===== src/logic/wb_host_pkg.sv =====
package wb_host_pkg;

	// Bus and accumulator width
	localparam int DATA_W = 64;

	// Register map seen by the Wishbone master
	typedef enum logic [1:0] {
		ADDR_CMD    = 2'd0, // Write only
		ADDR_DATA   = 2'd1, // Write only, pushes into the FIFO
		ADDR_RESULT = 2'd2, // Read only
		ADDR_STATUS = 2'd3  // Read only
	} wb_addr_e;

	// Engine opcodes, unknown codes behave like OP_CLEAR
	typedef enum logic [7:0] {
		OP_CLEAR = 8'h00,
		OP_SUM   = 8'h01,
		OP_XOR   = 8'h02
	} op_e;

	// Command word layout
	typedef struct packed {
		logic [7:0]  opcode;   // Bits 63..56
		logic [47:0] reserved; // Bits 55..8
		logic [7:0]  count;    // Words to pop
	} cmd_t;

	// Status word fields
	localparam int STAT_BUSY_BIT  = 0;
	localparam int STAT_DONE_BIT  = 1;
	localparam int STAT_LEVEL_LSB = 8;
	localparam int STAT_LEVEL_W   = 8;

endpackage


===== src/logic/engine_ctrl_if.sv =====
`timescale 1ns/1ns

interface engine_ctrl_if;
	import wb_host_pkg::*;

	logic start; // One cycle pulse
	cmd_t cmd;
	logic busy;
	logic done;  // Held until the next start
	logic [DATA_W-1:0] result;

	modport regs_side (
		output start,
		output cmd,
		input  busy,
		input  done,
		input  result
	);

	modport engine_side (
		input  start,
		input  cmd,
		output busy,
		output done,
		output result
	);

endinterface


===== src/logic/host_link_if.sv =====
`timescale 1ns/1ns

// Four-phase handshake between the bus slave and the register block
interface host_link_if;
	import wb_host_pkg::*;

	logic req;
	logic we;
	wb_addr_e addr;
	logic [DATA_W-1:0] wdata;
	logic ack;
	logic [DATA_W-1:0] rdata; // Valid while ack is high

	modport slave_side (
		output req,
		output we,
		output addr,
		output wdata,
		input  ack,
		input  rdata
	);

	modport host_side (
		input  req,
		input  we,
		input  addr,
		input  wdata,
		output ack,
		output rdata
	);

endinterface


===== src/logic/cmd_engine.sv =====
`timescale 1ns/1ns

module cmd_engine (
	input  logic clock,
	input  logic reset,
	engine_ctrl_if.engine_side ctrl,
	output logic fifo_pop_o,
	input  logic [wb_host_pkg::DATA_W-1:0] fifo_data_i,
	input  logic fifo_empty_i
);
	import wb_host_pkg::*;

	op_e start_op;
	logic [7:0] start_count;
	op_e op;
	logic [7:0] remaining;
	logic [DATA_W-1:0] acc;
	logic [DATA_W-1:0] acc_next;

	// Unknown opcodes fall back to clear
	always_comb begin
		case (ctrl.cmd.opcode)
			OP_SUM:  start_op = OP_SUM;
			OP_XOR:  start_op = OP_XOR;
			default: start_op = OP_CLEAR;
		endcase
	end

	// Clear never pops
	assign start_count = (start_op == OP_CLEAR) ? 8'd0 : ctrl.cmd.count;

	assign fifo_pop_o = ctrl.busy && (remaining != 8'd0) && !fifo_empty_i;

	always_comb begin
		case (op)
			OP_SUM:  acc_next = acc + fifo_data_i; // Wraps modulo 2^64
			OP_XOR:  acc_next = acc ^ fifo_data_i;
			default: acc_next = acc;
		endcase
	end

	always_ff @(posedge clock) begin
		if (reset) begin
			ctrl.busy   <= 1'b0;
			ctrl.done   <= 1'b0;
			ctrl.result <= '0;
		end else if (ctrl.start) begin
			ctrl.busy <= 1'b1;
			ctrl.done <= 1'b0;
		end else if (ctrl.busy && remaining == 8'd0) begin
			ctrl.busy   <= 1'b0;
			ctrl.done   <= 1'b1;
			ctrl.result <= acc;
		end
	end

	// Operation state, only meaningful while busy
	always_ff @(posedge clock) begin
		if (ctrl.start) begin
			op        <= start_op;
			remaining <= start_count;
			acc       <= '0;
		end else if (fifo_pop_o) begin
			acc       <= acc_next;
			remaining <= remaining - 8'd1;
		end
	end

endmodule


===== src/logic/data_fifo.sv =====
`timescale 1ns/1ns

module data_fifo #(
	parameter int FIFO_DEPTH = 16
) (
	input  logic clock,
	input  logic reset,
	input  logic push_i,
	input  logic [wb_host_pkg::DATA_W-1:0] push_data_i,
	input  logic pop_i,
	output logic [wb_host_pkg::DATA_W-1:0] pop_data_o,
	input  logic flush_i,
	output logic full_o,
	output logic empty_o,
	output logic [$clog2(FIFO_DEPTH):0] level_o
);

	localparam int PTR_W = $clog2(FIFO_DEPTH);

	logic [wb_host_pkg::DATA_W-1:0] mem [FIFO_DEPTH];
	logic [PTR_W-1:0] wr_ptr;
	logic [PTR_W-1:0] rd_ptr;
	logic do_push;
	logic do_pop;

	assign full_o  = (level_o == FIFO_DEPTH);
	assign empty_o = (level_o == 0);
	assign do_push = push_i && !full_o;
	assign do_pop  = pop_i && !empty_o;

	assign pop_data_o = mem[rd_ptr]; // Head word, valid while not empty

	always_ff @(posedge clock) begin
		if (do_push)
			mem[wr_ptr] <= push_data_i;
	end

	always_ff @(posedge clock) begin
		if (reset || flush_i) begin
			wr_ptr  <= '0;
			rd_ptr  <= '0;
			level_o <= '0;
		end else begin
			if (do_push)
				wr_ptr <= wr_ptr + 1'b1; // Wraps at the power-of-two depth
			if (do_pop)
				rd_ptr <= rd_ptr + 1'b1;
			case ({do_push, do_pop})
				2'b10:   level_o <= level_o + 1'b1;
				2'b01:   level_o <= level_o - 1'b1;
				default: level_o <= level_o;
			endcase
		end
	end

endmodule


===== src/logic/host_regs.sv =====
`timescale 1ns/1ns

module host_regs #(
	parameter int FIFO_DEPTH = 16
) (
	input  logic clock,
	input  logic reset,
	host_link_if.host_side link,
	engine_ctrl_if.regs_side ctrl,
	output logic fifo_push_o,
	output logic [wb_host_pkg::DATA_W-1:0] fifo_data_o,
	output logic fifo_flush_o,
	input  logic fifo_full_i,
	input  logic [$clog2(FIFO_DEPTH):0] fifo_level_i
);
	import wb_host_pkg::*;

	logic [DATA_W-1:0] status;
	logic [DATA_W-1:0] read_data;
	cmd_t new_cmd;
	logic is_clear;

	assign new_cmd = link.wdata;
	assign is_clear = !(new_cmd.opcode inside {OP_SUM, OP_XOR});

	always_comb begin
		status = '0;
		status[STAT_BUSY_BIT] = ctrl.busy;
		status[STAT_DONE_BIT] = ctrl.done;
		status[STAT_LEVEL_LSB +: STAT_LEVEL_W] = STAT_LEVEL_W'(fifo_level_i);
	end

	// Command and data addresses read back as zero
	always_comb begin
		case (link.addr)
			ADDR_RESULT: read_data = ctrl.result;
			ADDR_STATUS: read_data = status;
			default:     read_data = '0;
		endcase
	end

	always_ff @(posedge clock) begin
		if (reset) begin
			link.ack     <= 1'b0;
			ctrl.start   <= 1'b0;
			fifo_push_o  <= 1'b0;
			fifo_flush_o <= 1'b0;
		end else begin
			ctrl.start   <= 1'b0;
			fifo_push_o  <= 1'b0;
			fifo_flush_o <= 1'b0;
			if (link.ack) begin
				if (!link.req)
					link.ack <= 1'b0; // Last phase of the handshake
			end else if (link.req) begin
				if (!link.we) begin
					link.ack <= 1'b1;
				end else begin
					case (link.addr)
						ADDR_DATA: begin
							// Stall until the engine frees a slot
							if (!fifo_full_i) begin
								fifo_push_o <= 1'b1;
								link.ack    <= 1'b1;
							end
						end
						ADDR_CMD: begin
							if (!ctrl.busy) begin
								ctrl.start   <= 1'b1;
								fifo_flush_o <= is_clear;
								link.ack     <= 1'b1;
							end
						end
						default: link.ack <= 1'b1; // Read-only registers
					endcase
				end
			end
		end
	end

	// Payload registers
	always_ff @(posedge clock) begin
		if (link.req && !link.ack) begin
			link.rdata  <= link.we ? '0 : read_data;
			fifo_data_o <= link.wdata;
			if (link.we && link.addr == ADDR_CMD && !ctrl.busy)
				ctrl.cmd <= new_cmd;
		end
	end

endmodule


===== src/logic/wb_host_top.sv =====
`timescale 1ns/1ns

module wb_host_top #(
	parameter int FIFO_DEPTH = 16
) (
	input  logic clock,
	input  logic reset,
	input  logic cyc_i,
	input  logic stb_i,
	input  logic we_i,
	input  wb_host_pkg::wb_addr_e adr_i,
	input  logic [wb_host_pkg::DATA_W-1:0] dat_i,
	output logic [wb_host_pkg::DATA_W-1:0] dat_o,
	output logic ack_o
);
	import wb_host_pkg::*;

	host_link_if link ();
	engine_ctrl_if ctrl ();

	// FIFO side wiring
	logic fifo_push;
	logic fifo_flush;
	logic fifo_pop;
	logic fifo_full;
	logic fifo_empty;
	logic [DATA_W-1:0] fifo_push_data;
	logic [DATA_W-1:0] fifo_pop_data;
	logic [$clog2(FIFO_DEPTH):0] fifo_level;

	wb_slave u_slave (
		.clock  (clock),
		.reset  (reset),
		.cyc_i  (cyc_i),
		.stb_i  (stb_i),
		.we_i   (we_i),
		.adr_i  (adr_i),
		.dat_i  (dat_i),
		.dat_o  (dat_o),
		.ack_o  (ack_o),
		.link   (link.slave_side)
	);

	host_regs #(.FIFO_DEPTH(FIFO_DEPTH)) u_regs (
		.clock        (clock),
		.reset        (reset),
		.link         (link.host_side),
		.ctrl         (ctrl.regs_side),
		.fifo_push_o  (fifo_push),
		.fifo_data_o  (fifo_push_data),
		.fifo_flush_o (fifo_flush),
		.fifo_full_i  (fifo_full),
		.fifo_level_i (fifo_level)
	);

	data_fifo #(.FIFO_DEPTH(FIFO_DEPTH)) u_fifo (
		.clock       (clock),
		.reset       (reset),
		.push_i      (fifo_push),
		.push_data_i (fifo_push_data),
		.pop_i       (fifo_pop),
		.pop_data_o  (fifo_pop_data),
		.flush_i     (fifo_flush),
		.full_o      (fifo_full),
		.empty_o     (fifo_empty),
		.level_o     (fifo_level)
	);

	cmd_engine u_engine (
		.clock        (clock),
		.reset        (reset),
		.ctrl         (ctrl.engine_side),
		.fifo_pop_o   (fifo_pop),
		.fifo_data_i  (fifo_pop_data),
		.fifo_empty_i (fifo_empty)
	);

endmodule


===== src/logic/wb_slave.sv =====
`timescale 1ns/1ns

module wb_slave (
	input  logic clock,
	input  logic reset,
	input  logic cyc_i,
	input  logic stb_i,
	input  logic we_i,
	input  wb_host_pkg::wb_addr_e adr_i,
	input  logic [wb_host_pkg::DATA_W-1:0] dat_i,
	output logic [wb_host_pkg::DATA_W-1:0] dat_o,
	output logic ack_o,
	host_link_if.slave_side link
);
	import wb_host_pkg::*;

	typedef enum logic [1:0] {
		IDLE,
		REQUEST,
		ACK,
		RELEASE
	} state_e;

	state_e state;
	logic bus_active;

	assign bus_active = cyc_i && stb_i;

	// Address, direction and write data captured once per bus cycle
	always_ff @(posedge clock) begin
		if (state == IDLE && bus_active) begin
			link.we    <= we_i;
			link.addr  <= adr_i;
			link.wdata <= dat_i;
		end
	end

	// Read data follows the link and is sampled with the ack
	always_ff @(posedge clock) begin
		if (state == REQUEST && link.ack)
			dat_o <= link.rdata;
	end

	always_ff @(posedge clock) begin
		if (reset) begin
			state    <= IDLE;
			link.req <= 1'b0;
			ack_o    <= 1'b0;
		end else begin
			ack_o <= 1'b0; // Single cycle pulse by default
			case (state)
				IDLE: begin
					if (bus_active) begin
						link.req <= 1'b1;
						state    <= REQUEST;
					end
				end
				REQUEST: begin
					// Host side has acted, finish the bus cycle
					if (link.ack) begin
						link.req <= 1'b0;
						ack_o    <= bus_active; // Master may have abandoned the cycle
						state    <= ACK;
					end
				end
				ACK: begin
					state <= RELEASE;
				end
				RELEASE: begin
					// Both the link ack and the strobe must be gone
					if (!link.ack && !bus_active)
						state <= IDLE;
				end
				default: begin
					state <= IDLE;
				end
			endcase
		end
	end

endmodule


===== config.mk =====
export PLATFORM = sky130hd
export DESIGN_NAME = wb_host_top
export DESIGN_NICKNAME = d
export VERILOG_FILES = /design/src/logic/wb_host_pkg.sv /design/src/logic/engine_ctrl_if.sv /design/src/logic/host_link_if.sv /design/src/logic/cmd_engine.sv /design/src/logic/data_fifo.sv /design/src/logic/host_regs.sv /design/src/logic/wb_host_top.sv /design/src/logic/wb_slave.sv
export SDC_FILE = /design/constraint.sdc
export NUM_CORES = 1
export LEC_CHECK = 0
export BUFFER_PORTS_ARGS = -buffer_cell sky130_fd_sc_hd__clkbuf_2
export CAP_MARGIN = 20
export CORE_ASPECT_RATIO = 0.7
export CORE_MARGIN = 5
export CORE_UTILIZATION = 55
export CTS_BUF_LIST = sky130_fd_sc_hd__clkbuf_8 sky130_fd_sc_hd__clkbuf_16
export CTS_CLUSTER_SIZE = 14
export DETAILED_ROUTE_END_ITERATION = 16
export PLACE_DENSITY_LB_ADDON = 0.2
export SYNTH_ARGS = -nofsm -noshare
export SYNTH_HDL_FRONTEND = slang
export SYNTH_HIERARCHICAL = 1
export SYNTH_SLANG_ARGS = --single-unit

===== constraint.sdc =====
create_clock -name clock -period 9.43 [get_ports clock]
set_clock_uncertainty 0.05 [all_clocks]
set_input_delay 0.4715 -clock clock [delete_from_list [all_inputs] [get_ports clock]]
set_output_delay 0.4715 -clock clock [all_outputs]
set_load 0.02 [all_outputs]

==> run metrics <==
Leakage=21.1 nW; crit path max fanout=41; fin crit share=62.6%; Layout Utilization=62.3%; fillers=7,311; number of global-route vias before repair=29,900; # rows=99; clk buf depth=3; count of final hold-check violations=0; Slew Limit Fails=0; Slew @ Worst Pin=1.19 ns; antenna viol nets, final=0; max_slew headroom=20.6%; Root Driver=clkbuf_16; antenna violations before repair=1; worst vdd ir=0.171 mV; count of clock tree sinks=1,464; via count=30,700; hold wc startpoint=cyc_i; cts repair resizes=0; io pins=136; CP Data Required Time=10.01 ns; GR Util All Layers=24.2%; # port buffers=135; Avg Synthesized Cell Area=18.3 um2; DIE AREA=113,000 um2; Worst-path clk slew=0.06 ns; Vias/cell=6.22; CTS Hold Bufs=69; MaxCap Viol Count=0; first-pass GRT wire length=199,000 um; mapped cell area=58,300 um2; status=completed; startpoint types=flop; share of layout cells above drive strength 1=21.5%; First-pass DRT Iterations=5; Starting DRT DRC Count=3,502; largest net degree at the start of global routing=113; fin nets=3,559; Worst EP arrival=6.49 ns; core area=105,000 um2; Post-CTS Setup Bufs=0; Gate Count Post-Synth=3,184; Die Width=399 um; Setup crit end kind=flop; Worst Hold Class=in2reg; min cycle time layout=5.91 ns; CP Class=reg2reg; CTS tree=built; setup TNS=0 ns; P&R area growth vs syn=12.0%; Congestion Overflow GR=0; YS warnings=6; RSZ-0062 raised after global routing=false; depth of the CTS H-tree=4; Reg2Reg Setup Slack=3.52 ns; worst-skew pair later-pin latency=0.75 ns; GPL Wtd Cong=0.949; Final Routed Wirelength=135,000 um; CTS buffer count=138; setup violators final=0; hpwl dp=78,400 um; Max Clk Rate=169 MHz; Net Count, Synth=3,334; wire per inst=27.3 um; Die Ht=282 um; starting density of the core=55.7%; Power Density=212 nW/um2; drt drc=0
-- registers in the layout, indices dropped and copies added (netlist names), 5 cells and up, named ones only --
signal	flops
u_fifo/mem	1024
u_engine/acc	64
u_engine/ctrl.result	64
u_regs/fifo_data_o	64
u_regs/link.rdata	64
u_slave/dat_o	64
u_slave/link.wdata	64
u_regs/ctrl.cmd	16
u_engine/remaining	8
u_fifo/level_o	5
-- worst max-delay path: stages, from the launching register on --
cell and delay, ns:
dfxtp_4 0.82, buf_4 0.76, mux4_2 0.59, mux4_2 0.49, ha_1 0.24, fa_1 0.40, a211oi_1 0.34, o21ai_1 0.14
o211ai_2 0.15, a21oi_1 0.19, a22o_1 0.30, o211a_1 0.28, o21ai_2 0.42, a211oi_1 0.18, xnor2_1 0.16, a211oi_1 0.21
-- per-stage QoR --
stage          setup slack (ns)  hold WS [ns]  instances  cell area, um2  power, W
2_1_floorplan              2.74         0.350       3184           58300   0.00834
3_3_place_gp               3.61         0.351       4613           60200   0.00859
3_5_place_dp               3.50         0.355       4613           60200   0.00864
4_1_cts                    3.46        0.0412       4927           65200    0.0139
5_1_grt                    3.11         0.112       4928           65200    0.0143
6_report                   3.52        0.0960       4931           65200    0.0138
-- layout make-up --
cell class	instances	area [um2]	share of cell area, %
sequential	1464	42400	65.0
multi-input combinational	1516	14800	22.7
inverter	32	120	0.184
clock inverter	99	678	1.04
clock buffer	146	3630	5.57
timing repair buffer	257	1810	2.77
tap	1414	1770	2.71
antenna	3	7.51	0.0115
-- power breakdown --
part           switching, W  internal [W]  leakage [nW]  total (W)
Combinational      0.000400      0.000204          5.76   0.000604
Sequential         0.000339       0.00758          13.1    0.00792
Clock               0.00232       0.00299          2.27    0.00531
-- cell usage in the layout (no fill, tap or decap), types with 23 or more instances in the layout --
master / n
clkinv_1: 25
nor2_1: 138
ha_1: 77
nor3_1: 23
mux4_2: 320
clkbuf_16: 144
a21oi_1: 166
xnor2_1: 48
clkbuf_2: 135
edfxtp_1: 1309
o21ai_0: 53
inv_1: 71
and2_1: 63
nand2_1: 222
dfxtp_1: 150
a211oi_1: 47
buf_4: 50
a21o_1: 47
nand4_1: 24
dlygate4sd3_1: 69
-- routing by layer --
metal,GRT usage (%),routed length (um),vias to the layer above
met5,0,0,-
met4,6.14,2720,0
met3,4.67,12900,185
met2,35.0,59300,1458
met1,38.5,59900,15900
li1,-,-,13200
-- path summary, 6_finish.rpt --
path,cells after the start,end
worst max-delay path,15,u_engine/acc[48]
worst min-delay path,4,u_slave/link.req
worst max register to register,15,u_engine/acc[48]
worst min register to register,0,u_regs/fifo_data_o[15]
No activity file was read; power rests on OpenSTA's default activity.
